==> src/design/merge_pkg.sv <==
package merge_pkg;

  // default word width of every queue and of the output bus
  localparam int DATA_W_DEF = 32;

  // default queue address width, 16 entries per channel
  localparam int DEPTH_LOG2_DEF = 4;

  // channels instantiated by default
  localparam int N_CH_DEF = 4;

  // upper bound on channels, sizes the channel index
  localparam int MAX_CH = 8;
  localparam int CH_W = $clog2(MAX_CH);

  // channel number as carried on the grant and on the output bus
  typedef logic [CH_W-1:0] ch_idx_t;

  // output stage FSM
  //   OUT_IDLE  waiting for a grant from the arbiter
  //   OUT_LOAD  latch granted word and channel, pop its queue
  //   OUT_REQ   o_req high until the consumer acks
  //   OUT_DROP  o_req low, waiting for ack to fall
  typedef enum logic [1:0] {
    OUT_IDLE = 2'd0,
    OUT_LOAD = 2'd1,
    OUT_REQ  = 2'd2,
    OUT_DROP = 2'd3
  } out_state_t;

endpackage
==> src/design/bus_req_ack.sv <==
module bus_req_ack #(
  parameter int DATA_W = merge_pkg::DATA_W_DEF
) (
  input  logic               i_clk,
  input  logic               i_rst_n,
  input  logic               i_gnt_valid,
  input  merge_pkg::ch_idx_t i_gnt_ch,
  input  logic [DATA_W-1:0]  i_head_data,   // head of the granted queue
  input  logic               i_ack,
  output logic               o_take,        // one-cycle pop of the granted queue
  output logic               o_req,
  output logic [DATA_W-1:0]  o_data,
  output merge_pkg::ch_idx_t o_ch
);

  import merge_pkg::*;

  out_state_t state;
  out_state_t nxt_state;

  // take is the single cycle in LOAD, word and pop happen at the same edge
  assign o_take = (state == OUT_LOAD) && i_gnt_valid;

  // request is decoded from the state register, no extra flop
  assign o_req = (state == OUT_REQ);

  // next state logic
  always_comb begin
    nxt_state = state;
    case (state)
      OUT_IDLE: begin
        if (i_gnt_valid) begin
          nxt_state = OUT_LOAD;
        end
      end
      OUT_LOAD: begin
        // grant should still be there, fall back to idle if not
        nxt_state = i_gnt_valid ? OUT_REQ : OUT_IDLE;
      end
      OUT_REQ: begin
        if (i_ack) begin
          nxt_state = OUT_DROP;  // release req at this edge
        end
      end
      OUT_DROP: begin
        if (!i_ack) begin
          nxt_state = OUT_IDLE;  // consumer finished the four phases
        end
      end
      default: nxt_state = OUT_IDLE;
    endcase
  end

  always_ff @(posedge i_clk) begin
    if (!i_rst_n) begin
      state <= OUT_IDLE;
    end else begin
      state <= nxt_state;
    end
  end

  // payload, loaded once per transfer and held through REQ and DROP
  always_ff @(posedge i_clk) begin
    if (o_take) begin
      o_data <= i_head_data;
      o_ch   <= i_gnt_ch;
    end
  end

endmodule

==> config.mk <==
export PLATFORM = sky130hd
export DESIGN_NAME = bus_req_ack
export DESIGN_NICKNAME = d
export VERILOG_FILES = /design/src/design/merge_pkg.sv /design/src/design/bus_req_ack.sv
export SDC_FILE = /design/constraint.sdc
export NUM_CORES = 1
export LEC_CHECK = 0
export BUFFER_PORTS_ARGS = -buffer_cell sky130_fd_sc_hd__buf_4
export CAP_MARGIN = 20
export CORE_MARGIN = 5
export CORE_UTILIZATION = 25
export DETAILED_ROUTE_END_ITERATION = 10
export GPL_TIMING_DRIVEN = 0
export SLEW_MARGIN = 20
export SYNTH_ARGS = -nofsm -noshare
export SYNTH_HDL_FRONTEND = slang
export SYNTH_SLANG_ARGS = --single-unit
export TNS_END_PERCENT = 5
==> constraint.sdc <==
create_clock -name i_clk -period 3.4 [get_ports i_clk]
set_input_delay 0.34 -clock i_clk [delete_from_list [all_inputs] [get_ports i_clk]]
set_output_delay 0.34 -clock i_clk [all_outputs]
set_load 0.005 [all_outputs]
# ---- Yosys cells after proc, flatten, opt, wreduce, memory -nomap -nowiden
# Index checks and enable logic that the tools add are counted.
dict set report op_classes {
  n_mul 0
  addsub 0
  shift 0
  div 0
  n_mux 5
  eq_ne 6
  n_bitwise 0
  n_reduce_logical 3
  order_cmp 0
}
# operator n
set op_table {}
lappend op_table {{$mux W2} 4}
lappend op_table {{$pmux W2 S4} 1}
lappend op_table {{$ne A2 B2 Y1 const B} 3}
lappend op_table {{$eq A2 B2 Y1 const B} 2}
lappend op_table {{$reduce_and A3 Y1} 1}
lappend op_table {{$eq A2 B1 Y1 const B} 1}
lappend op_table {{$logic_not A2 Y1} 1}
lappend op_table {{$logic_and A1 B1 Y1} 1}
dict set report word_totals {
  latch_bits 0
  romBits 0
  regBits 37
  n_memories 0
  in_bits 39
  mem_bits_rw 0
}

# ---- Logic depth before layout (Yosys ltp)
# Gate-level depths: netlist (run 1).
dict set report logic_depth {
  word_depth 3
  mapped_depth 2
  ltp_nobuf 2
}

# ---- Worst setup path before layout (run 1)
# OpenSTA, ideal clock, no wires.
dict set report synth_path {
  kind {reg-to-reg}
  start {reg state[0]}
  end {reg o_ch[0], enable pin}
  n_path_buf 0
  path_stages_with_launch 3
  required_time_ns 2.970
  t_arrival_ns 1.961
  setup_slack_ns 1.009
  path_cell_list {dfxtp_1 nand2_1 nor2_1}
}
dict set report synth_between {
  elab_chain_cells 2
}
# item line
set synth_lines {}
lappend synth_lines {{from (decl)} bus_req_ack.sv:18} ;# out_state_t state;
lappend synth_lines {{from (signal assigned)} bus_req_ack.sv:58} ;# state <= nxt_state;
lappend synth_lines {{$eq A2 B1 Y1} bus_req_ack.sv:22} ;# assign o_take = (state == OUT_LOAD) && i_gnt_valid;
lappend synth_lines {{$logic_and A1 B1 Y1} bus_req_ack.sv:22}
lappend synth_lines {{net o_take} bus_req_ack.sv:10} ;# output logic o_take,
lappend synth_lines {{to (signal assigned)} bus_req_ack.sv:66} ;# o_ch <= i_gnt_ch;
lappend synth_lines {{to (decl)} bus_req_ack.sv:13} ;# output merge_pkg::ch_idx_t o_ch
# The timed path passes the listed nets, and every way through them passes these cells.
# A chain may end at the register's enable or synchronous reset.

# ---- Worst setup path after layout (run 1)
dict set report layout_path {
  start {reg state[0]}
  end {out o_take}
}
dict set report layout_between {
  elab_chain_cells 2
}
# item line
set layout_lines {}
lappend layout_lines {{$eq A2 B1 Y1} bus_req_ack.sv:22}
lappend layout_lines {{$logic_and A1 B1 Y1} bus_req_ack.sv:22}
lappend layout_lines {{to (decl)} bus_req_ack.sv:10}
# Every way passes these cells.

==> results of run 1 <==
## stage by stage
stage	instances	hold slack [ns]	util
after floorplan	47	0.439	-
after global placement	174	0.490	0.404
after detailed placement	175	0.519	0.411
after CTS	183	0.212	0.432
after global routing	183	0.201	0.432
final	183	0.224	0.432
## synth_stat cells
library cell	instances	area (um2)
nand3_1	1	5.00
and2b_2	1	8.76
nand2_1	2	7.51
edfxtp_1	35	1050
dfxtp_1	2	40.0
inv_1	2	7.51
o31ai_1	1	7.51
nor2_1	1	3.75
a21oi_1	1	5.00
a311oi_1	1	8.76
## worst max-delay path, delay by kind of cell (launching register included)
kind	cells	cell delay (ns)
DFF	1	0.41
buffers and inverters	2	0.38
and+or+nand+nor	2	0.40
## per-layer routing
| metal | up-vias | share of wire | global-route usage |
|---|---|---|---|
| li1 | 347 | - | - |
| met1 | 332 | 0.38 | 0.0970 |
| met2 | 54 | 0.47 | 0.145 |
| met3 | 5 | 0.13 | 0.0567 |
| met4 | 0 | 0.010 | 0.0309 |
| met5 | - | 0 | 0 |
## layout make-up
| cell class | instances | area (um2) |
|---|---|---|
| repair buffers | 76 | 583 |
| multi-input cells | 8 | 53.8 |
| clock buffers | 5 | 68.8 |
| inverters | 2 | 7.51 |
| fillers | 408 | 2490 |
| flip-flops and latches | 37 | 1090 |
| clock inverters | 3 | 22.5 |
| well taps | 52 | 65.1 |
## kinds of logic after synthesis
kind of cell	after synthesis
AOI/OAI and AO/OA	3
buffers and inverters	2
DFF	37
and+or+nand+nor	5
## flip-flops by register name (all words and copies together), names as in the netlist, named ones only
| name | cells |
|---|---|
| o_ch | 3 |
| o_data | 32 |
| state | 1 |
## worst paths after layout
kind / to / startpoint / slack (ns) / cells past startpoint
max: o_take / state[0] / 1.59 / 4
min: o_data[13] / i_head_data[13] / 0.22 / 1
min reg2reg: register / state[0] / 0.56 / 1
max reg2reg: o_data[12] / state[0] / 2.04 / 3
## report_power, final
part	internal [mW]	total [mW]	switching [mW]
logic	0.0480	0.0726	0.0247
registers	0.518	0.524	0.00659
clock network	0.144	0.303	0.159
==> impl_results.md, run 1 <==
- Pre-CTS setup slack: 1.85 ns
- Hold Crit Class: input pin to register
- Buffers on Ports: 75
- Total of warnings raised by yosys: 0
- Antenna-violating nets left: 0
- Average via count per standard cell: 4.03
- Largest vdd supply drop: 0.263 mV
- Area of the die: 6030 um2
- Setup fix buffers added after clock tree synthesis: 0
- Number of top-level pins: 76
- Residual DRC: 0
- Setup repair after global routing missed its margin: false
- Core area: 4380 um2
- Final Hold Fails: 0
- Overflow left after global routing: 0
- Clock tree from TritonCTS: done
- Final routed wire length divided by cell count: 14.6 um
- Deepest clock path buffer count: 2
- Highest attainable clock frequency: 551 MHz
- Adder-cell share of the synthesized area: 0
- Critical path class: register to output pin
- Iteration count of the initial detailed-routing pass: 4
- Count of vias placed by the detailed router: 738
- Number of violations reported at the end of detailed-routing iteration 0: 27
- Max-capacitance violation count: 0
- Post-synthesis share of cell area spent on and, or, nand and nor gates: 0.0219
- Critical Path End Type: output pin
- Result of the run: finished, final reports clean
- Data arrival time at the worst-slack endpoint: 1.47 ns
- Crit-path cells: nand2_1 > nor2_4 > buf_12 > buf_4
- Initial antenna violation count: 0
- Gpl congestion: 0.604
- Number of placement rows: 24
- Initial Util: 0.261
- Overall global routing resource usage: 0.0904
- Netlist area before placement: 1140 um2
- Share of layout cells above drive strength 1: 0.656
- Post-Syn Nets: 86
- Worst Slack Setup Final: 1.59 ns
- Synthesized instance count: 47
- Setup violations, final: 0
- Pleak: 0.770 nW
- Final Slew Violations: 0
- Largest net degree at the start of global routing: 28
- Slowest stage cell on the critical path: dfxtp_1
- Worst-Skew Late Latency: 0.28 ns
- Die X: 77.7 um
- Number of antenna repair diodes: 0
- Post-synthesis mux area share: 0
- Per-instance average area after synthesis: 24.4 um2
- Max-slew headroom: 0.778
- Count of distinct cell types in the synthesized netlist: 10
- Critical path launch point type: register
- # clock sinks: 37
- Cell area after layout: 1890 um2
- Signed area change from the synthesized netlist to the final layout: 65.2%
- Most common cell after layout, fill and taps aside: buf_4
- H-tree level count: 2
- Num CTS Buffers: 5
- Worst-path clk slew: 0.08 ns
- Areal power density over the cells: 476 nW/um2
- Setup TNS Final: 0 ns
- Global-route wire length before repair: 4230 um
- Max FO, Critical Path: 27
- Period utilisation layout: 0.534
- Fraction of the yosys area taken by sequential cells: 0.953
- Final critical path time including I/O delays and setup: 1.81 ns
- Post-layout total power: 0.900 mW
- Area of placed instances: 1800 um2
- Number of buffers inserted for hold repair after clock tree synthesis: 0
- Data required, critical path: 3.06 ns
- FF+latch count, synth: 37
- Die Span Y: 77.7 um
- Synthesized-area fraction occupied by ao, oa, aoi and oai cells: 0.0186
- Final worst clock skew: 0.00591 ns
- Number of global-route vias before repair: 864
- Area share of xor/xnor cells in the synthesized design: 0
- Total Nets Final: 169
- Dominant combinational cell family by area after synthesis: simple AND/OR/NAND/NOR gates
- Wirelength, routed: 2670 um
- Most used cells in the layout excluding fill and tap cells: buf_4, edfxtp_1, clkbuf_8
- Clk Tree Root Cell: clkbuf_8
- Resize count post-CTS: 0
- Longest individual stage delay on the worst path: 0.41 ns
- Slew at the pin closest to its max-slew limit: 0.332 ns
(Power assumes the default switching activity.)
==> run 2: changes to the inputs <==
ABC_AREA = 1   (was not set)
clock period = 1.7 ns   (was 3.4 ns; I/O delays follow)
==> impl_results.md, run 2 <==
- Result of the run: finished, final reports clean
- Synth Flop Type: edfxtp_1
- Fraction of the yosys area taken by sequential cells: 0.954 (+0.00104)
- Iteration count of the initial detailed-routing pass: 3 (-1)
- Ranking of synthesized cells by instance count: edfxtp_1, nand2_1, inv_1
- FILL cells: 394 (-3.4%)
- Setup repair after global routing missed its margin: false
- Synthesized-area fraction occupied by ao, oa, aoi and oai cells: 0.00438 (-0.0142)
- Global-route wire length before repair: 4290 um (+1.5%)
- Max FO, Critical Path: 18 (-33%)
- Deepest clock path buffer count: 2 (unchanged)
- Critical path class: register to register
- Cell depth of the worst hold path: 1 (unchanged)
- Largest vdd supply drop: 0.500 mV (+90%)
- Post-synthesis mux area share: 0 (unchanged)
- Internal cell power: 1.46 mW (+110%)
- Average via count per standard cell: 4.02 (-0.41%)
- Antenna-violating nets left: 0 (unchanged)
- Share of layout cells above drive strength 1: 0.632 (-0.0249)
- Post-synth top area share: 0.919 (+0.00100)
- Portion of total power attributed to sequential cells: 0.584 (about the same)
- Wirelength, routed: 2790 um (+4.5%)
- Adder-cell share of the synthesized area: 0 (unchanged)
- Critical path launch point type: register
- Clk Tree Root Cell: clkbuf_8
- Hold path endpoint: o_data[20]
- Most common cell after layout, fill and taps aside: buf_4
- Areal power density over the cells: 962 nW/um2 (+100%)
- Final Slew Violations: 0 (unchanged)
- Switching power total: 0.348 mW (+83%)
- Die X: 77.6 um (about the same)
- Per-instance average area after synthesis: 23.3 um2 (-4.2%)
- Largest net degree at the start of global routing: 19 (-32%)
- Highest attainable clock frequency: 741 MHz
- Footprint of the multi-input gates: 57.6 um2 (+7.0%)
- Dominant cells by area after synthesis: edfxtp_1, dfxtp_1, nand2_1
- Switching power share of the total: 0.192 (-0.0194)
- Largest registers ranked by flip-flop count: o_data (32), o_ch (3), state (1)
- Signed area change from the synthesized netlist to the final layout: 64.6%
- Startpoint of the lowest-slack hold path: i_head_data[20]
- Final critical path time including I/O delays and setup: 1.35 ns
- Number of top-level pins: 76 (unchanged)
- Post-layout total power: 1.81 mW (+100%)
- H-tree level count: 2 (unchanged)
- Core area: 4380 um2 (unchanged)
- Overflow left after global routing: 0 (unchanged)
- Final Hold Fails: 0 (unchanged)
- Count of vias placed by the detailed router: 743 (+0.68%)
- Count of distinct cell types in the synthesized netlist: 8 (-2)
- Post-synthesis share of cell area spent on and, or, nand and nor gates: 0.0317 (+0.00987)
- Netlist area before placement: 1140 um2 (-0.11%)
- Hold Crit Class: input pin to register
- Setup violations, final: 0 (unchanged)
- Max-capacitance violation count: 0 (unchanged)
- Setup TNS Final: 0 ns (unchanged)
- Area of the die: 6030 um2 (about the same)
- Number of synthesized flops with an enable pin: 35 (unchanged)
- Buffers on Ports: 75 (unchanged)
- Worst-path clk slew: 0.07 ns (about the same)
- Estimated wirelength of the detail-placed design: 2070 um
- Data arrival time at the worst-slack endpoint: 1.27 ns (-0.20 ns)
- Worst-case hold slack: 0.0657 ns (-0.159 ns)
- Setup slack, reg-to-reg: 0.35 ns (-1.69 ns)
- Number of antenna repair diodes: 0 (unchanged)
- Pleak: 0.786 nW (+2.1%)
- FF-to-FF End: o_data[14]
- Total of warnings raised by yosys: 0 (unchanged)
- Max-slew headroom: 0.652 (-0.126)
- Library cell occupying the most area in the post-synthesis netlist: edfxtp_1
- Worst-Skew Late Latency: 0.28 ns (about the same)
- Part of the total power dissipated in combinational logic: 0.087 (+0.006)
- Storage cell area: 1090 um2 (unchanged)
- Most used cells in the layout excluding fill and tap cells: buf_4, edfxtp_1, clkbuf_8
- Clock tree from TritonCTS: done
- Most numerous cell in the Yosys netlist: edfxtp_1
- Startpoint of the most critical register-to-register path: state[0]
- Final routed wire length divided by cell count: 15.1 um (+3.4%)
- Post-Syn Nets: 88 (+2.3%)
- # clock sinks: 37 (unchanged)
- Flip-flop count of the largest register after layout: 32 (unchanged)
- Slew at the pin closest to its max-slew limit: 0.521 ns (+0.189 ns)
- Synthesized instance count: 49 (+4.3%)
- Share of power burned in the clock network: 0.329 (-0.008)
- Dominant combinational cell family by area after synthesis: simple AND/OR/NAND/NOR gates
- FF+latch count, synth: 37 (unchanged)
- Residual DRC: 0 (unchanged)
- Critical Path End Type: register
- Period utilisation layout: 0.794
- Initial antenna violation count: 0 (unchanged)
- Die Span Y: 77.6 um (about the same)
- Number of violations reported at the end of detailed-routing iteration 0: 28 (+3.7%)
- Register-to-Register Path Depth: 2 (-1)
- Final worst clock skew: 0.00377 ns (-0.00214 ns)
- Total Nets Final: 172 (+1.8%)
- Fraction of registers with async set or reset after synthesis: 0 (unchanged)
- Initial Util: 0.261 (-0.000285)
- Number of placement rows: 24 (unchanged)
- Gpl congestion: 0.647 (+7.1%)
- Num CTS Buffers: 5 (unchanged)
- Number of global-route vias before repair: 878 (+1.6%)
- Area share of xor/xnor cells in the synthesized design: 0 (unchanged)
- Register name with the most flops: o_data
- Overall global routing resource usage: 0.0925 (+0.00208)
- Data required, critical path: 1.62 ns (-1.44 ns)
==> run 2: changes by cell type in the layout (fill, tap and decap cells not counted), sizes merged <==
cell	change
nand3b	+1
o31ai	-1
clkinvlp	-3
nor2	+3
nand3	-1
a311oi	-1
inv	+1
clkbuf	+2
and2b	-1
nand2	+2
==> run 2: metal layers <==
layer | up-vias | track usage | routed length (um)
met1 | 341 | 0.0849 | 889
li1 | 350 | - | -
met2 | 52 | 0.171 | 1530
met3 | 0 | 0.0567 | 375
met5 | - | 0 | 0
met4 | 0 | 0.0206 | 0
==> run 2: cell families (layout without fill, tap and decap cells) <==
family                 Yosys count  count (layout)
and+or+nand+nor                  8               9
AOI/OAI and AO/OA                1               1
DFF                             37              37
buffers and inverters            3              86
==> run 2: worst max path at each step <==
| stage | slack (ns) | startpoint | endpoint |
|---|---|---|---|
| 3_5_place_dp | 0.06 | state[0] | o_take |
| 3_3_place_gp | 0.15 | state[0] | o_take |
| 4_1_cts | 0.03 | state[0] | o_data[14] |
| 2_1_floorplan | 0.35 | state[0] | o_ch[0] |
| 6_report | 0.35 | state[0] | o_data[14] |
| 5_1_grt | 0.28 | state[0] | o_data[8] |
==> run 2: power groups by stage <==
stage	Clock, mW	Sequential (mW)	Combinational, mW
3_3_place_gp	0	1.07	0.151
5_1_grt	0.663	1.06	0.173
3_5_place_dp	0	1.08	0.156
4_1_cts	0.630	1.06	0.161
2_1_floorplan	0	1.08	0.0270
6_report	0.595	1.06	0.158
==> run 2: layout make-up <==
type,count,area share
timing repair buffer,76,0.303
inverter,3,0.00598
sequential,37,0.580
clock buffer,7,0.0459
multi-input combinational,10,0.0306
tap,52,0.0346
==> run 2: stage by stage <==
step / worst slack (ns) / instances / util / instance area, um2
floorplan: 0.352 / 49 / - / 1150
global placement: 0.150 / 176 / 0.405 / 1780
detailed placement: 0.0560 / 176 / 0.405 / 1780
CTS: 0.0332 / 185 / 0.428 / 1880
global route: 0.276 / 185 / 0.429 / 1880
finish: 0.350 / 185 / 0.429 / 1880
==> run 2: critical path: stages (launching register included) <==
cell     delay, ns
dfxtp_1       0.34
nand2_1       0.17
nor2_4        0.48
==> run 2: repair_timing <==
| action | 4_1_cts | 5_1_grt |
|---|---|---|
| hold buffers | 0 | 0 |
| buffers inserted | 1 | 0 |
| resized for setup | 0 | 1 |
| hold endpoints to repair | 0 | 0 |
| pin swaps | 1 | 0 |
| endpoints found under the setup margin | 1 | 17 |
| cloned | 1 | 0 |
==> run 3: changes to the inputs <==
clock period = 1.3 ns   (was 1.7 ns; I/O delays follow)
==> impl_results.md, run 3 (synthesis results as in run 2) <==
- Result of the run: finished, final reports clean
- Clock tree from TritonCTS: done
- Die X: 77.6 um (unchanged)
- Overflow left after global routing: 0 (unchanged)
- Data required, critical path: 1.22 ns (-0.40 ns)
- Estimated wirelength of the detail-placed design: 2000 um (-3.4%)
- Count of vias placed by the detailed router: 752 (+1.2%)
- Largest net degree at the start of global routing: 20 (+1)
- Wirelength, routed: 2630 um (-5.9%)
- Deepest clock path buffer count: 2 (unchanged)
- Worst Setup SP: state[0]
- Overall global routing resource usage: 0.0870 (-0.00548)
- Setup violations, final: 0 (unchanged)
- Buffers on Ports: 75 (unchanged)
- Number of top-level pins: 76 (unchanged)
- Worst-path clk slew: 0.07 ns (about the same)
- Final worst clock skew: 0.00579 ns (+0.00202 ns)
- Core area: 4380 um2 (unchanged)
- Hold Crit Class: input pin to register
- Part of the total power dissipated in combinational logic: 0.091 (+0.004)
- Critical Path End Type: register
- Critical path class: register to register
- Worst-Skew Late Latency: 0.28 ns (about the same)
- Max-capacitance violation count: 0 (unchanged)
- Switching power total: 0.458 mW (+32%)
- Max-slew headroom: 0.635 (-0.0166)
- Endpoint of the worst setup timing path: o_data[2]
- Largest registers ranked by flip-flop count: o_data (32), o_ch (3), state (1)
- Flip-flop count of the largest register after layout: 32 (unchanged)
- Die Span Y: 77.6 um (unchanged)
- Residual DRC: 0 (unchanged)
- Area of the die: 6030 um2 (unchanged)
- Final Slew Violations: 0 (unchanged)
- Critical path launch point type: register
- Largest vdd supply drop: 0.737 mV (+48%)
- Highest attainable clock frequency: 822 MHz (+11%)
- Number of antenna repair diodes: 0 (unchanged)
- Areal power density over the cells: 1240 nW/um2 (+28%)
- Global-route wire length before repair: 4080 um (-5.0%)
- Register name with the most flops: o_data
- Iteration count of the initial detailed-routing pass: 2 (-1)
- Signed area change from the synthesized netlist to the final layout: 68.4%
- Clk Tree Root Cell: clkbuf_8
- Post-Place Cells: 176 (unchanged)
- Gpl congestion: 0.615 (-4.9%)
- Final critical path time including I/O delays and setup: 1.22 ns (-0.133 ns)
- Buffers plus inverters on the worst setup path: 0 (unchanged)
- Slowest stage cell on the critical path: nor2_4
- FF-to-FF End: o_data[2]
- # clock sinks: 37 (unchanged)
- Post-route non-filler standard cell count: 189 (+2.2%)
- Max FO, Critical Path: 18 (unchanged)
- Startpoint of the most critical register-to-register path: state[0]
- Crit-path cells: nand2_4 > nor2_4
- Slew at the pin closest to its max-slew limit: 0.546 ns (+0.0248 ns)
- Initial Util: 0.261 (unchanged)
- Num CTS Buffers: 5 (unchanged)
- Total Nets Final: 175 (+1.7%)
- Average via count per standard cell: 3.98 (-0.93%)
- Final routed wire length divided by cell count: 13.9 um (-7.9%)
- Share of power burned in the clock network: 0.328 (about the same)
- Longest individual stage delay on the worst path: 0.43 ns (-0.05 ns)
- Worst-case hold slack: 0.0251 ns (-0.0406 ns)
- Data arrival time at the worst-slack endpoint: 1.13 ns (-0.14 ns)
- Final Hold Fails: 0 (unchanged)
- Pleak: 0.815 nW (+3.7%)
- Share of layout cells above drive strength 1: 0.657 (+0.0254)
- Most used cells in the layout excluding fill and tap cells: buf_4, edfxtp_1, clkbuf_8
- Setup slack, reg-to-reg: 0.08 ns (-0.27 ns)
- Switching power share of the total: 0.193 (+0.000335)
- Antenna-violating nets left: 0 (unchanged)
- Number of global-route vias before repair: 805 (-8.3%)
- Setup repair after global routing missed its margin: false
- Period utilisation layout: 0.936 (+0.142)
- Path length in cells of the critical path: 2 (unchanged)
- Initial antenna violation count: 0 (unchanged)
- Number of violations reported at the end of detailed-routing iteration 0: 10 (-64%)
- Most common cell after layout, fill and taps aside: buf_4
- Internal cell power: 1.92 mW (+31%)
- H-tree level count: 2 (unchanged)
- Portion of total power attributed to sequential cells: 0.581 (-0.003)
- Final core utilization: 0.439 (+0.00999)
- Cell class contributing the biggest share of worst-path delay: simple AND/OR/NAND/NOR gates
- Number of placement rows: 24 (unchanged)
- Register-to-Register Path Depth: 2 (unchanged)
[run 3: cell types whose count changed in the layout (fill, tap and decap cells not counted), sizes merged]
cell,previous run,this run
buf,76,78
clkbuf,7,6
clkinv,0,2
dlygate4sd3,0,1
[run 3: worst reg2reg max path, cell delays in order (launching register included)]
cell and delay, ns:
dfxtp_2 0.35, nand2_4 0.07, nor2_4 0.43
[run 3: worst min-delay path by stage]
stage	to	depth (start not counted)	slack (ns)	start
after detailed placement	o_data[26]	1	0.31	i_head_data[26]
final	o_data[24]	1	0.03	i_head_data[24]
after global placement	o_data[0]	1	0.31	i_head_data[0]
after global routing	o_data[20]	1	0.002	i_head_data[20]
after floorplan	o_ch[0]	0	0.23	i_gnt_ch[0]
after CTS	o_data[28]	1	0.01	i_head_data[28]
[run 3: what timing repair did]
item / CTS / global route
buffers inserted: 0 / 3
endpoints found under the setup margin: 37 / 1
endpoints found under the hold margin: 0 / 1
hold buffers: 0 / 1
gates cloned: 1 / 0
pin swaps: 1 / 1
resized for setup: 4 / 0
[run 3: cell type report]
class,count,area [um2]
multi-input cells,10,65.1
well taps,52,65.1
inverters,3,11.3
clock buffers,6,82.6
flip-flops and latches,37,1090
clock inverters,2,8.76
fillers,392,2460
repair buffers,79,599
[run 3: power groups by stage]
stage          sequential, mW  combinational [mW]  clock (mW)
5_1_grt                  1.39               0.238       0.879
2_1_floorplan            1.41              0.0360           0
4_1_cts                  1.38               0.212       0.816
3_3_place_gp             1.40               0.199           0
6_report                 1.38               0.217       0.779
3_5_place_dp             1.41               0.204           0
[run 3: per-stage QoR]
stage | worst slack [ns] | TNS, ns | instance area (um2) | total power, mW
after detailed placement | -0.257 | -9.36 | 1780 | 1.61
after CTS | -0.172 | -0.172 | 1890 | 2.41
after floorplan | -0.0463 | -1.62 | 1150 | 1.45
final | 0.0835 | 0 | 1930 | 2.38
after global placement | -0.217 | -7.87 | 1780 | 1.60
after global routing | 0.0276 | 0 | 1930 | 2.50
[run 3: metal layers]
layer  vias to the layer above  GRT usage  wire length, um
li1                        356          -                -
met1                       342      0.100              964
met2                        54      0.127             1260
met3                         0     0.0648              398
met4                         0     0.0258                0
met5                         -          0                0
