File: src/design/merge_pkg.sv
package merge_pkg;

  // default word width of every queue and of the output bus
  localparam int DATA_W_DEF = 32;

  // default queue address width, 16 entries per channel
  localparam int DEPTH_LOG2_DEF = 4;

  // channels instantiated by default
  localparam int N_CH_DEF = 4;

  // upper bound on channels, sizes the channel index
  localparam int MAX_CH = 8;
  localparam int CH_W = $clog2(MAX_CH);

  // channel number as carried on the grant and on the output bus
  typedef logic [CH_W-1:0] ch_idx_t;

  // output stage FSM
  //   OUT_IDLE  waiting for a grant from the arbiter
  //   OUT_LOAD  latch granted word and channel, pop its queue
  //   OUT_REQ   o_req high until the consumer acks
  //   OUT_DROP  o_req low, waiting for ack to fall
  typedef enum logic [1:0] {
    OUT_IDLE = 2'd0,
    OUT_LOAD = 2'd1,
    OUT_REQ  = 2'd2,
    OUT_DROP = 2'd3
  } out_state_t;

endpackage
File: src/design/srl_queue.sv
module srl_queue #(
  parameter int DATA_W     = merge_pkg::DATA_W_DEF,
  parameter int DEPTH_LOG2 = merge_pkg::DEPTH_LOG2_DEF
) (
  input  logic              i_clk,
  input  logic              i_rst_n,
  input  logic              i_wr,
  input  logic [DATA_W-1:0] i_wr_data,
  input  logic              i_pop,
  output logic [DATA_W-1:0] o_head,
  output logic              o_full,
  output logic              o_empty,
  output logic              o_overrun,
  output logic              o_underrun
);

  localparam int DEPTH = 1 << DEPTH_LOG2;

  // shift register storage, index 0 holds the newest word
  logic [DEPTH-1:0][DATA_W-1:0] sr;

  // occupancy, one bit wider than the address so that DEPTH fits
  logic [DEPTH_LOG2:0]   cnt;
  logic [DEPTH_LOG2:0]   cnt_m1;
  logic [DEPTH_LOG2-1:0] head_addr;

  logic wr_ok;
  logic pop_ok;

  // a pop only counts when there is something to pop
  assign pop_ok = i_pop & ~o_empty;

  // write goes in unless full, but a pop in the same cycle frees the slot
  assign wr_ok = i_wr & (~o_full | pop_ok);

  // flags come straight from the count
  assign o_empty = (cnt == '0);
  assign o_full  = cnt[DEPTH_LOG2];   // only set when cnt == DEPTH

  // oldest word sits at cnt-1, after cnt shifts
  assign cnt_m1    = cnt - 1'b1;
  assign head_addr = cnt_m1[DEPTH_LOG2-1:0];

  // combinational read of the head, valid in the same cycle
  assign o_head = sr[head_addr];

  // storage shifts on every accepted write
  always_ff @(posedge i_clk) begin
    if (wr_ok) begin
      sr <= {sr[DEPTH-2:0], i_wr_data};
    end
  end

  // occupancy counter
  always_ff @(posedge i_clk) begin
    if (!i_rst_n) begin
      cnt <= '0;
    end else begin
      case ({wr_ok, pop_ok})
        2'b10:   cnt <= cnt + 1'b1;  // write only
        2'b01:   cnt <= cnt - 1'b1;  // pop only
        default: cnt <= cnt;         // both or neither, count unchanged
      endcase
    end
  end

  // sticky overrun, a dropped write stays visible until reset
  always_ff @(posedge i_clk) begin
    if (!i_rst_n) begin
      o_overrun <= 1'b0;
    end else if (i_wr && !wr_ok) begin
      o_overrun <= 1'b1;
    end
  end

  // sticky underrun on a pop of an empty queue
  always_ff @(posedge i_clk) begin
    if (!i_rst_n) begin
      o_underrun <= 1'b0;
    end else if (i_pop && o_empty) begin
      o_underrun <= 1'b1;
    end
  end

  // note: on a full queue with write and pop together, the popped word
  // is shifted out at index DEPTH-1 as the new word enters at index 0,
  // so the count and the head address stay where they were

endmodule

File: config.mk
export PLATFORM = sky130hd
export DESIGN_NAME = srl_queue
export DESIGN_NICKNAME = d
export VERILOG_FILES = /design/src/design/merge_pkg.sv /design/src/design/srl_queue.sv
export SDC_FILE = /design/constraint.sdc
export NUM_CORES = 1
export LEC_CHECK = 0
export BUFFER_PORTS_ARGS = -buffer_cell sky130_fd_sc_hd__buf_2
export CAP_MARGIN = 30
export CELL_PAD_IN_SITES_DETAIL_PLACEMENT = 1
export CELL_PAD_IN_SITES_GLOBAL_PLACEMENT = 1
export CORE_ASPECT_RATIO = 1.4
export CORE_MARGIN = 3
export CORE_UTILIZATION = 55
export DETAILED_ROUTE_END_ITERATION = 8
export PLACE_DENSITY = 0.76
export SETUP_SLACK_MARGIN = 0.4
export SYNTH_ARGS = -nofsm -noshare
export SYNTH_HDL_FRONTEND = slang
export SYNTH_SLANG_ARGS = --single-unit
File: constraint.sdc
create_clock -name i_clk -period 28.7 [get_ports i_clk]
set_input_delay 5.74 -clock i_clk [delete_from_list [all_inputs] [get_ports i_clk]]
set_output_delay 5.74 -clock i_clk [all_outputs]
set_load 0.02 [all_outputs]
* Yosys cells after proc, flatten, opt, wreduce, memory -nomap -nowiden
Cells that the tools add are included.
** Operators by class
- Add/sub/neg operators :: 2
- Order comparisons :: 1
- Equality and inequality tests :: 2
- Mux-type cells :: 3
- Bitwise operators :: 5
- Reduce and logical (&&, ||, !) cells :: 5
** Operator list (number)
- 32-bit binary-select mux with 4-bit select :: 1
- 32-bit 2-to-1 mux :: 1
- 5-bit one-hot mux with 2 select lines :: 1
- 5-bit by 1-bit adder with 5-bit output (second input constant) :: 1
- 5-bit zero test :: 1
- 4-bit by 5-bit less-than comparator with 1-bit output (second input constant) :: 1
- 5-bit by 1-bit subtractor with 5-bit output (second input constant) :: 1
- 1-bit bitwise AND :: 2
- 2-bit by 1-bit == test with 1-bit output (second input constant) :: 1
- 2-bit == test (second input constant) :: 1
- 1-bit logical AND :: 2
- 1-bit inverter :: 2
- 2-bit nonzero test :: 1
- 1-bit zero test :: 1
- 1-bit OR :: 1
** Word-level totals
- Bits in registers :: 519
- Output and inout bits :: 36

* Longest topological paths before layout
Gate-level depths: netlist (run 1).
- Depth after elaboration :: 7
- Depth in mapped cells :: 13

* Worst setup path after synthesis (run 1)
OpenSTA, ideal clock, no wires.
- Kind :: input-to-reg
- From :: in i_pop
- To :: reg sr[0] (netlist bit) (enable)
- Setup time :: 860 ps
- Arrival :: 15803 ps
- Setup slack :: 12037 ps
- Stages on the path :: 3
- Cells stage by stage :: nand2b_1 > nand2_1 > inv_1
** Between the ends
- Cells in the longest elaborated chain, start to end :: 3
** RTL lines
- from (decl) :: line srl_queue.sv:9 : input logic i_pop,
- 1-bit bitwise AND :: line srl_queue.sv:31 : assign pop_ok = i_pop & ~o_empty;
- 1-bit OR :: line srl_queue.sv:34 : assign wr_ok = i_wr & (~o_full | pop_ok);
- 1-bit bitwise AND :: line srl_queue.sv:34
- net wr_ok :: line srl_queue.sv:27 : logic wr_ok;
- to (signal assigned) :: line srl_queue.sv:50 : sr <= {sr[DEPTH-2:0], i_wr_data};
- to (decl) :: line srl_queue.sv:20 : logic [DEPTH-1:0][DATA_W-1:0] sr;
The timed path passes the listed nets, and every way through them passes these cells.
A chain may end at the register's enable or synchronous reset.

* Worst setup path in the final report (run 1)
- From :: reg cnt[0]
- To :: out o_head[11]
** Between the ends
- Cells in the longest elaborated chain, start to end :: 3
** RTL lines
- from (decl) :: line srl_queue.sv:23 : logic [DEPTH_LOG2:0] cnt;
- from (signal assigned) :: line srl_queue.sv:60 : 2'b10: cnt <= cnt + 1'b1;
- from (signal assigned) :: line srl_queue.sv:61 : 2'b01: cnt <= cnt - 1'b1;
- from (signal assigned) :: line srl_queue.sv:62 : default: cnt <= cnt;
- 5-bit by 1-bit subtractor with 5-bit output
- 32-bit binary-select mux with 4-bit select :: line srl_queue.sv:45 : assign o_head = sr[head_addr];
- 32-bit 2-to-1 mux (not written as such) :: line srl_queue.sv:45
- to (decl) :: line srl_queue.sv:10 : output logic [DATA_W-1:0] o_head,
Every way passes these cells. The select of a mux whose other input is x is not followed.

==> results of run 1 <==
## metal layers
metal | routed length (um) | vias to the layer above
met1 | 15400 | 4862
li1 | - | 3888
met5 | 0 | -
met4 | 906 | 0
met3 | 1680 | 71
met2 | 19200 | 272
## state kept, by name, summed over array words and instances, names as in the netlist
signal	cells
cnt	5
o_overrun	1
o_underrun	1
sr	512
## final cells by class
type,count,area [um^2]
fillers,2851,13000
repair buffers,87,581
well taps,456,571
multi-input cells,301,4110
clock inverters,25,205
clock buffers,63,1300
inverters,5,26.3
flip-flops and latches,519,15500
## stage by stage
| stage | worst slack [ns] | util, % | area, um^2 | hold WS, ns | std cells |
|---|---|---|---|---|---|
| 5_1_grt | 17.97 | 63.3 | 22300 | 0.443 | 1456 |
| 3_5_place_dp | 18.81 | 58.9 | 20800 | 0.430 | 1367 |
| 2_1_floorplan | 12.04 | - | 19900 | 0.421 | 874 |
| 3_3_place_gp | 18.77 | 58.6 | 20700 | 0.423 | 1363 |
| 4_1_cts | 18.20 | 63.2 | 22300 | 0.429 | 1455 |
| 6_report | 18.47 | 63.3 | 22300 | 0.433 | 1456 |
## power by group
part	internal, W	leakage, nW	switching [W]
registers	0.000930	5.06	0.0000523
logic	0.000350	1.54	0.000497
clock network	0.000340	0.731	0.000272
total	0.00162	7.33	0.000821
## placed cells by master (no fill, tap or decap), drive strengths merged, types with 5 or more instances in the layout
cell type / n
inv: 6
dfxtp: 7
o21ai: 67
mux4: 128
clkbuf: 63
edfxtp: 512
nand3: 31
clkinv: 20
nand2: 5
buf: 87
a22oi: 31
## worst max-delay path: stages (launching register included)
cell and delay, ns:
dfxtp_4 0.91, buf_4 0.86, buf_4 0.59, buf_12 0.29, mux4_2 0.57, a22oi_2 0.23
nand3_1 0.17, buf_2 0.20
## worst min path at each step
| stage | slack [ns] | end | from |
|---|---|---|---|
| after floorplan | 0.42 | sr[192] | sr[160] |
| after global placement | 0.42 | sr[306] | sr[274] |
| after detailed placement | 0.43 | sr[320] | sr[288] |
| after CTS | 0.43 | sr[283] | sr[251] |
| after global routing | 0.44 | sr[83] | sr[51] |
| final | 0.43 | sr[498] | sr[466] |
## cells by family after synthesis
logic type      share of synthesized area [%]
compound gates                           3.94
buf+inv                                  1.40
fa+ha+maj                               0.189
flops                                    78.1
simple gates                             1.61
mux                                      14.6
xor+xnor                                0.176
==> results.sh, run 1 <==
export IMPL_status="finished clean"
export IMPL_ys_warnings_count=0
export IMPL_postRouteAntennaNets=0
export IMPL_netlist_instances=874
export IMPL_fmax_mhz=97.8
export IMPL_p_total_w=0.00244
export IMPL_core_area_mm2=0.0353
export IMPL_globalplace_congestion=0.714
export IMPL_dr_pass1_iters=6
export IMPL_fin_tns_setup_ns=0
export IMPL_avgSynthCellArea_um2=22.7
export IMPL_use_met1_pct=26.5
export IMPL_setup_violations=0
export IMPL_grt_pass1_wl_mm=59.2
export IMPL_worstMarginPinSlew_ns=1.13
export IMPL_synth_fp_nets=913
export IMPL_required_ns=22.96
export IMPL_cp_data_arrival_time_ns=4.49
export IMPL_r2r_cells=10
export IMPL_synth_area_mm2=0.0199
export IMPL_r2r_end="cnt[3]"
export IMPL_pwr_density_cell_mw_per_mm2=109
export IMPL_viasPerCell=6.25
export IMPL_track_usage_pct=19.7
export IMPL_area_growth_pct=12.4
export IMPL_critPathCaptureType="primary output"
export IMPL_grt_pass1_vias=10001
export IMPL_antenna_found_initial=0
export IMPL_cts_made_buffers=49
export IMPL_clkSlewWorstSetupHoldPaths_ns=0.06
export IMPL_timing_slew_headroom_pct=24.5
export IMPL_cts_buffer_depth=3
export IMPL_rsz0062_at_grt="false"
export IMPL_ctsRootBufferMaster="clkbuf_16"
export IMPL_grt_max_degree=205
export IMPL_r2r_slack_ns=25.61
export IMPL_worstSetupStartpointType="register"
export IMPL_drc_errors=0
export IMPL_grt_ovfl_total=0
export IMPL_cts_sinks=519
export IMPL_power_leakage_nw=7.33
export IMPL_postSynthRegisterBits=519
export IMPL_synth_area_top_cells="edfxtp_1, mux4_2, a22oi_2"
export IMPL_synth_seq_area_share_pct=78.1
export IMPL_grt_use_met2_pct=34.1
export IMPL_h_tree_depth=2
export IMPL_maxSlewViolCount=0
export IMPL_synth_common_cells="edfxtp_1, mux4_2, o21ai_0"
export IMPL_synth_edf_count=512
export IMPL_io_pins=72
export IMPL_port_buffer_count=71
export IMPL_routed_wl_mm=37.2
export IMPL_crit_end="o_head[11]"
export IMPL_rows=81
export IMPL_layout_drive_gt1_share_pct=31.9
export IMPL_hold_buffers=0
export IMPL_wl_per_cell_um=25.5
export IMPL_clock_skew_ns=0.0278
export IMPL_yosysTopAreaCell="edfxtp_1"
export IMPL_hold_violations=0
export IMPL_ys_async_sr_fraction_pct=0
export IMPL_whs_path_depth=0
export IMPL_peakVddDrop_uv=66.8
export IMPL_use_met3_pct=3.07
export IMPL_chipHeight_um=231
export IMPL_cts_tree="done"
export IMPL_synth_most_common_cell="edfxtp_1"
export IMPL_critPathLaunch="cnt[0]"
export IMPL_finalCritPeriodShare_pct=35.6
export IMPL_cts_resized=0
export IMPL_min_delay_path_class="register to register"
export IMPL_start_util_pct=56.3
export IMPL_post_cts_buffers=0
export IMPL_critPathMaxFanout=46
export IMPL_period_minus_slack_ns=10.23
export IMPL_yosys_most_used_dff="edfxtp_1"
export IMPL_critPathKind="register to primary output"
export IMPL_fin_nets=1002
export IMPL_drv_cap=0
export IMPL_die_area_mm2=0.0385
export IMPL_top_usage_layer="met2"
export IMPL_drt_iter0_drc=840
export IMPL_ys_types=35
export IMPL_reg2reg_from="cnt[0]"
export IMPL_hpwl_mm=20.6
export IMPL_die_w_um=167
export IMPL_num_vias=9093
export IMPL_synth_top_cell_area_share_pct=77.4
export IMPL_clk_latency_ns=0.58
export IMPL_diodes=0
Power figures use the tool's default switching activity.
==> run 2: changes to the inputs <==
ABC_AREA = 1   (was unset)
CORE_UTILIZATION = 51   (was 55)
clock period = 10.7 ns   (was 28.7 ns; I/O delays follow)
==> run 2 against run 1 <==
  * First-iteration DRC count increased by 66%
  * Final cell count increased by 59%
  * Critical path type unchanged
  * Cell area increased by 4.0%
  * Critical endpoint is now o_head[29]
  * Setup slack got worse by 14 ns
==> results.sh, run 2 <==
export IMPL_status="finished clean"
export IMPL_ys_async_sr_fraction_pct=0
export IMPL_postRouteAntennaNets=0
export IMPL_postSynthRegisterBits=519
export IMPL_period_minus_slack_ns=6.34
export IMPL_ys_types=22
export IMPL_cts_tree="done"
export IMPL_reg2reg_from="cnt[4]"
export IMPL_grt_pass1_wl_mm=75.7
export IMPL_yosys_most_used_dff="edfxtp_1"
export IMPL_critPathKind="register to primary output"
export IMPL_rsz0062_at_grt="false"
export IMPL_synth_most_common_cell="edfxtp_1"
export IMPL_grt_pass1_vias=13938
export IMPL_largestRegisters="sr (512), cnt (5)"
export IMPL_r2r_cells=6
export IMPL_cts_buffer_depth=3
export IMPL_finalCritPeriodShare_pct=59.3
export IMPL_timing_slew_headroom_pct=21.3
export IMPL_final_cell_mix="edfxtp_1, nor2_1, nand2_1, nand3_1, o21ai_0"
export IMPL_netlist_instances=1710
export IMPL_cts_resized=0
export IMPL_drv_cap=0
export IMPL_drc_errors=0
export IMPL_drt_iter0_drc=1392
export IMPL_port_buffer_count=71
export IMPL_chipHeight_um=246
export IMPL_crit_slowest_cell="buf_4"
export IMPL_largest_reg_flops=512
export IMPL_final_fill_count=4109
export IMPL_clkSlewWorstSetupHoldPaths_ns=0.06
export IMPL_setup_violations=0
export IMPL_post_cts_buffers=0
export IMPL_power_leakage_nw=8.56
export IMPL_wl_per_cell_um=20.5
export IMPL_track_usage_pct=21.7
export IMPL_hold_slack_ns=0.443
export IMPL_rows=87
export IMPL_ys_warnings_count=0
export IMPL_die_w_um=178
export IMPL_worstMarginPinSlew_ns=1.18
export IMPL_die_area_mm2=0.0437
export IMPL_yosysTopAreaCell="edfxtp_1"
export IMPL_globalplace_congestion=0.745
export IMPL_peakVddDrop_uv=205
export IMPL_synth_area_top_cells="edfxtp_1, nor2_1, nand3_1"
export IMPL_diodes=0
export IMPL_synth_top_cell_area_share_pct=73.1
export IMPL_maxSlewViolCount=0
export IMPL_io_pins=72
export IMPL_fin_tns_setup_ns=0
export IMPL_fmax_mhz=158
export IMPL_num_vias=13172
export IMPL_critPathCaptureType="primary output"
export IMPL_synth_area_mm2=0.0210
export IMPL_critPathLaunch="cnt[0]"
export IMPL_antenna_found_initial=0
export IMPL_pre_cts_ws_ns=4.58
export IMPL_avgSynthCellArea_um2=12.3
export IMPL_dr_pass1_iters=6
export IMPL_synth_edf_count=512
export IMPL_cts_sinks=519
export IMPL_h_tree_depth=2
export IMPL_synth_seq_area_share_pct=73.8
export IMPL_routed_wl_mm=47.5
export IMPL_path_cells="buf_16, inv_6, ha_2, inv_6, buf_4, o211ai_1, nand3_1, nand3_1, nand2_1, buf_2"
export IMPL_final_common_cell="edfxtp_1"
export IMPL_layout_drive_gt1_share_pct=9.47
export IMPL_hpwl_mm=25.3
export IMPL_worstSetupStartpointType="register"
export IMPL_grt_ovfl_total=0
export IMPL_start_util_pct=51.9
export IMPL_cts_made_buffers=50
export IMPL_fin_nets=1783
export IMPL_clock_skew_ns=0.00974
export IMPL_largest_register="sr"
export IMPL_area_growth_pct=10.4
export IMPL_ctsRootBufferMaster="clkbuf_16"
export IMPL_cp_data_arrival_time_ns=4.20
export IMPL_whs_path_depth=0
export IMPL_core_area_mm2=0.0405
export IMPL_synth_common_cells="edfxtp_1, nor2_1, nand2_1"
export IMPL_cp_slowest_stage_delay_ns=0.76
export IMPL_min_from="sr[114]"
export IMPL_required_ns=8.56
export IMPL_hold_violations=0
export IMPL_worst_slack_ns=4.36
export IMPL_viasPerCell=5.68
export IMPL_grt_max_degree=211
export IMPL_clk_latency_ns=0.57
export IMPL_hold_buffers=0
export IMPL_synth_fp_nets=1749
export IMPL_critPathMaxFanout=95
export IMPL_min_delay_path_class="register to register"
export IMPL_pwr_density_cell_mw_per_mm2=317
## run 2: cell types whose count changed after synthesis, moves of 62 or more
| cell | previous run | this run |
|---|---|---|
| nand2_1 | 5 | 247 |
| nand3_1 | 31 | 199 |
| o211ai_1 | 0 | 76 |
| mux4_2 | 128 | 0 |
| nor2_1 | 4 | 302 |
| o21ai_0 | 63 | 125 |
| inv_1 | 5 | 87 |
## run 2: worst max-delay path: cells and delay by family (launching register included)
| kind | cells | cell delay (ns) |
|---|---|---|
| and+or+nand+nor | 3 | 0.45 |
| adders and majority gates | 1 | 0.45 |
| DFF | 1 | 0.37 |
| buffers and inverters | 5 | 2.05 |
| AOI/OAI and AO/OA | 1 | 0.19 |
## run 2: final cells by class
type / instances / area, um^2 / share of cell area [%]
clock buffer: 63 / 1320 / 5.69
inverter: 91 / 369 / 1.59
tap: 534 / 668 / 2.88
multi-input combinational: 993 / 4540 / 19.5
timing repair buffer: 89 / 588 / 2.53
sequential: 519 / 15500 / 66.8
clock inverter: 30 / 213 / 0.916
## run 2: stage by stage
step	power, W	area, um^2	cells	utilization (%)
2_1_floorplan	0.00479	21000	1710	-
3_3_place_gp	0.00553	21600	2222	53.3
3_5_place_dp	0.00567	21600	2224	53.4
4_1_cts	0.00741	23200	2317	57.2
5_1_grt	0.00780	23200	2319	57.3
6_report	0.00735	23200	2319	57.3
## run 2: final timing paths
check | end | slack, ns
max | o_head[29] | 4.36
min | sr[146] | 0.44
max reg2reg | sr[76] | 7.12
min reg2reg | sr[146] | 0.44
## run 2: report_power, final
group / internal (W) / switching (W)
Combinational: 0.000858 / 0.00212
Sequential: 0.00255 / 0.000130
Clock: 0.000945 / 0.000747
## run 2: kinds of logic (layout without fill, tap and decap cells)
| group | count (synthesis) | in the layout | share of synthesized area (%) |
|---|---|---|---|
| simple gates | 750 | 750 | 14.6 |
| fa+ha+maj | 3 | 3 | 0.179 |
| flops | 519 | 519 | 73.8 |
| buf+inv | 198 | 273 | 4.73 |
| xor+xnor | 2 | 2 | 0.119 |
| compound gates | 238 | 238 | 6.57 |
## run 2: layer usage
layer | wire (um) | GRT usage (%) | share of wire [%]
met3 | 1650 | 2.87 | 3.5
met4 | 977 | 5.94 | 2.1
met2 | 23900 | 36.3 | 50
met5 | 0 | 0 | 0
met1 | 21000 | 30.3 | 44
==> run 3: changes to the inputs <==
clock period = 6 ns   (was 10.7 ns; I/O delays follow)
==> run 3 against run 2 <==
  * Hold slack improved by 0.0012 ns
  * Sequential power increased by 80%
  * Register-to-register slack worse by 3.8 ns
  * Clock power increased by 75%
  * Critical path depth decreased by 1
  * Clock skew grew 0.0056 ns
  * First-iteration DRC count decreased by 18%
  * Final cell count barely moved
  * Via count decreased by 0.19%
  * Non-clock buffer count is 2 higher
  * Critical path type unchanged
  * Critical endpoint is now o_head[3]
==> results.sh, run 3 (same netlist as run 2, synthesis figures left out) <==
export IMPL_setup_violations=0
export IMPL_rows=87
export IMPL_final_fill_count=4162
export IMPL_period_minus_slack_ns=4.77
export IMPL_seq_area_mm2=0.0155
export IMPL_largestRegisters="sr (512), cnt (5)"
export IMPL_antenna_found_initial=0
export IMPL_final_common_cell="edfxtp_1"
export IMPL_area_growth_pct=10.4
export IMPL_wl_per_cell_um=20.6
export IMPL_core_area_mm2=0.0405
export IMPL_cp_data_arrival_time_ns=3.57
export IMPL_status="finished clean"
export IMPL_dr_pass1_iters=5
export IMPL_drt_iter0_drc=1136
export IMPL_rsz0062_at_grt="false"
export IMPL_top_layer="met4"
export IMPL_clkSlewWorstSetupHoldPaths_ns=0.06
export IMPL_final_cell_mix="edfxtp_1, nor2_1, nand2_1, nand3_1, o21ai_0"
export IMPL_grt_pass1_wl_mm=76.3
export IMPL_fmax_mhz=210
export IMPL_start_util_pct=51.9
export IMPL_wl_met1_mm=20.7
export IMPL_hold_buffers=0
export IMPL_h_tree_depth=2
export IMPL_multi_input_comb_area_mm2=0.00454
export IMPL_hold_violations=0
export IMPL_hold_slack_ns=0.445
export IMPL_timing_slew_headroom_pct=16.7
export IMPL_num_vias=13147
export IMPL_crit_slowest_cell="dfxtp_4"
export IMPL_power_leakage_nw=8.56
export IMPL_met2WireLength_mm=24.2
export IMPL_drc_errors=0
export IMPL_path_cells="inv_6, ha_2, inv_6, buf_4, o211ai_1, nand3_1, nand3_1, nand2_1, buf_2"
export IMPL_diodes=0
export IMPL_clock_skew_ns=0.0154
export IMPL_largest_reg_flops=512
export IMPL_chipHeight_um=246
export IMPL_critPathKind="register to primary output"
export IMPL_layout_drive_gt1_share_pct=9.57
export IMPL_required_ns=4.80
export IMPL_cts_tree="done"
export IMPL_critPathMaxFanout=80
export IMPL_die_area_mm2=0.0437
export IMPL_worstMarginPinSlew_ns=1.25
export IMPL_postRouteAntennaNets=0
export IMPL_peakVddDrop_uv=425
export IMPL_grt_ovfl_total=0
export IMPL_clk_latency_ns=0.58
export IMPL_worstSetupStartpointType="register"
export IMPL_maxSlewViolCount=0
export IMPL_fin_nets=1785
export IMPL_met3_length_mm=1.80
export IMPL_largest_register="sr"
export IMPL_viasPerCell=5.67
export IMPL_die_w_um=178
export IMPL_ctsRootBufferMaster="clkbuf_16"
export IMPL_finalCritPeriodShare_pct=79.5
export IMPL_min_delay_path_class="register to register"
export IMPL_cts_sinks=519
export IMPL_port_buffer_count=71
export IMPL_placedInstanceArea_mm2=0.0217
export IMPL_cts_buffer_depth=3
export IMPL_routed_wl_mm=47.7
export IMPL_grt_pass1_vias=13962
export IMPL_critPathCaptureType="primary output"
export IMPL_io_pins=72
export IMPL_hpwl_mm=26.3
export IMPL_drv_cap=0
export IMPL_cts_made_buffers=50
export IMPL_globalplace_congestion=0.775
export IMPL_grt_max_degree=267
export IMPL_cts_resized=0
export IMPL_pwr_density_cell_mw_per_mm2=562
export IMPL_track_usage_pct=21.9
export IMPL_post_cts_buffers=0
export IMPL_cp_slowest_stage_delay_ns=0.89
export IMPL_finalInstanceArea_mm2=0.0232
==> run 3: cell types whose count changed in the layout (fill, tap and decap cells not counted), sizes merged <==
cell	delta
inv	+2
bufinv	-1
clkinv	-9
buf	+2
clkbuf	+7
==> run 3: area by class of cell <==
| cell class | count | share of cell area, % |
|---|---|---|
| clock buffers | 70 | 5.71 |
| clock inverters | 22 | 0.766 |
| inverters | 91 | 1.58 |
| multi-input cells | 993 | 19.5 |
| flip-flops and latches | 519 | 66.9 |
| well taps | 534 | 2.88 |
| repair buffers | 91 | 2.64 |
==> run 3: final timing paths <==
path | startpoint | cells after the start | slack, ns | endpoint
worst max-delay path | cnt[0] | 9 | 1.23 | o_head[3]
worst max register to register | cnt[4] | 5 | 3.36 | sr[105]
worst min register to register | sr[409] | 0 | 0.44 | sr[441]
worst min-delay path | sr[409] | 0 | 0.44 | sr[441]
==> run 3: critical path, delay by kind of cell, from the launching register on <==
| family | cells | cell delay (ns) |
|---|---|---|
| buffers and inverters | 4 | 1.15 |
| DFF | 1 | 0.89 |
| and+or+nand+nor | 3 | 0.45 |
| adders and majority gates | 1 | 0.35 |
| AOI/OAI and AO/OA | 1 | 0.15 |
==> run 3: routing by layer <==
metal	vias to the layer above	track usage (%)
li1	6105	-
met1	6692	29.8
met2	277	37.4
met3	73	2.81
met4	0	6.03
met5	-	0
==> run 3: power by group <==
group / leakage [nW] / internal, W / total (W) / switching, W
sequential: 5.06 / 0.00454 / 0.00483 / 0.000291
clock: 0.741 / 0.00164 / 0.00296 / 0.00132
combinational: 2.76 / 0.00153 / 0.00525 / 0.00372
total: 8.56 / 0.00771 / 0.0130 / 0.00533
==> run 3: through the flow <==
stage                     setup TNS (ns)  std cells  setup slack, ns  utilization (%)  power (W)
after CTS                              0       2320             1.16             57.3     0.0132
after global routing                   0       2320            0.963             57.3     0.0139
after global placement                 0       2227             1.88             53.5    0.00996
after floorplan                 -1764.69       1710            -3.45                -    0.00853
final                                  0       2320             1.23             57.3     0.0130
after detailed placement               0       2228             1.79             53.6     0.0102
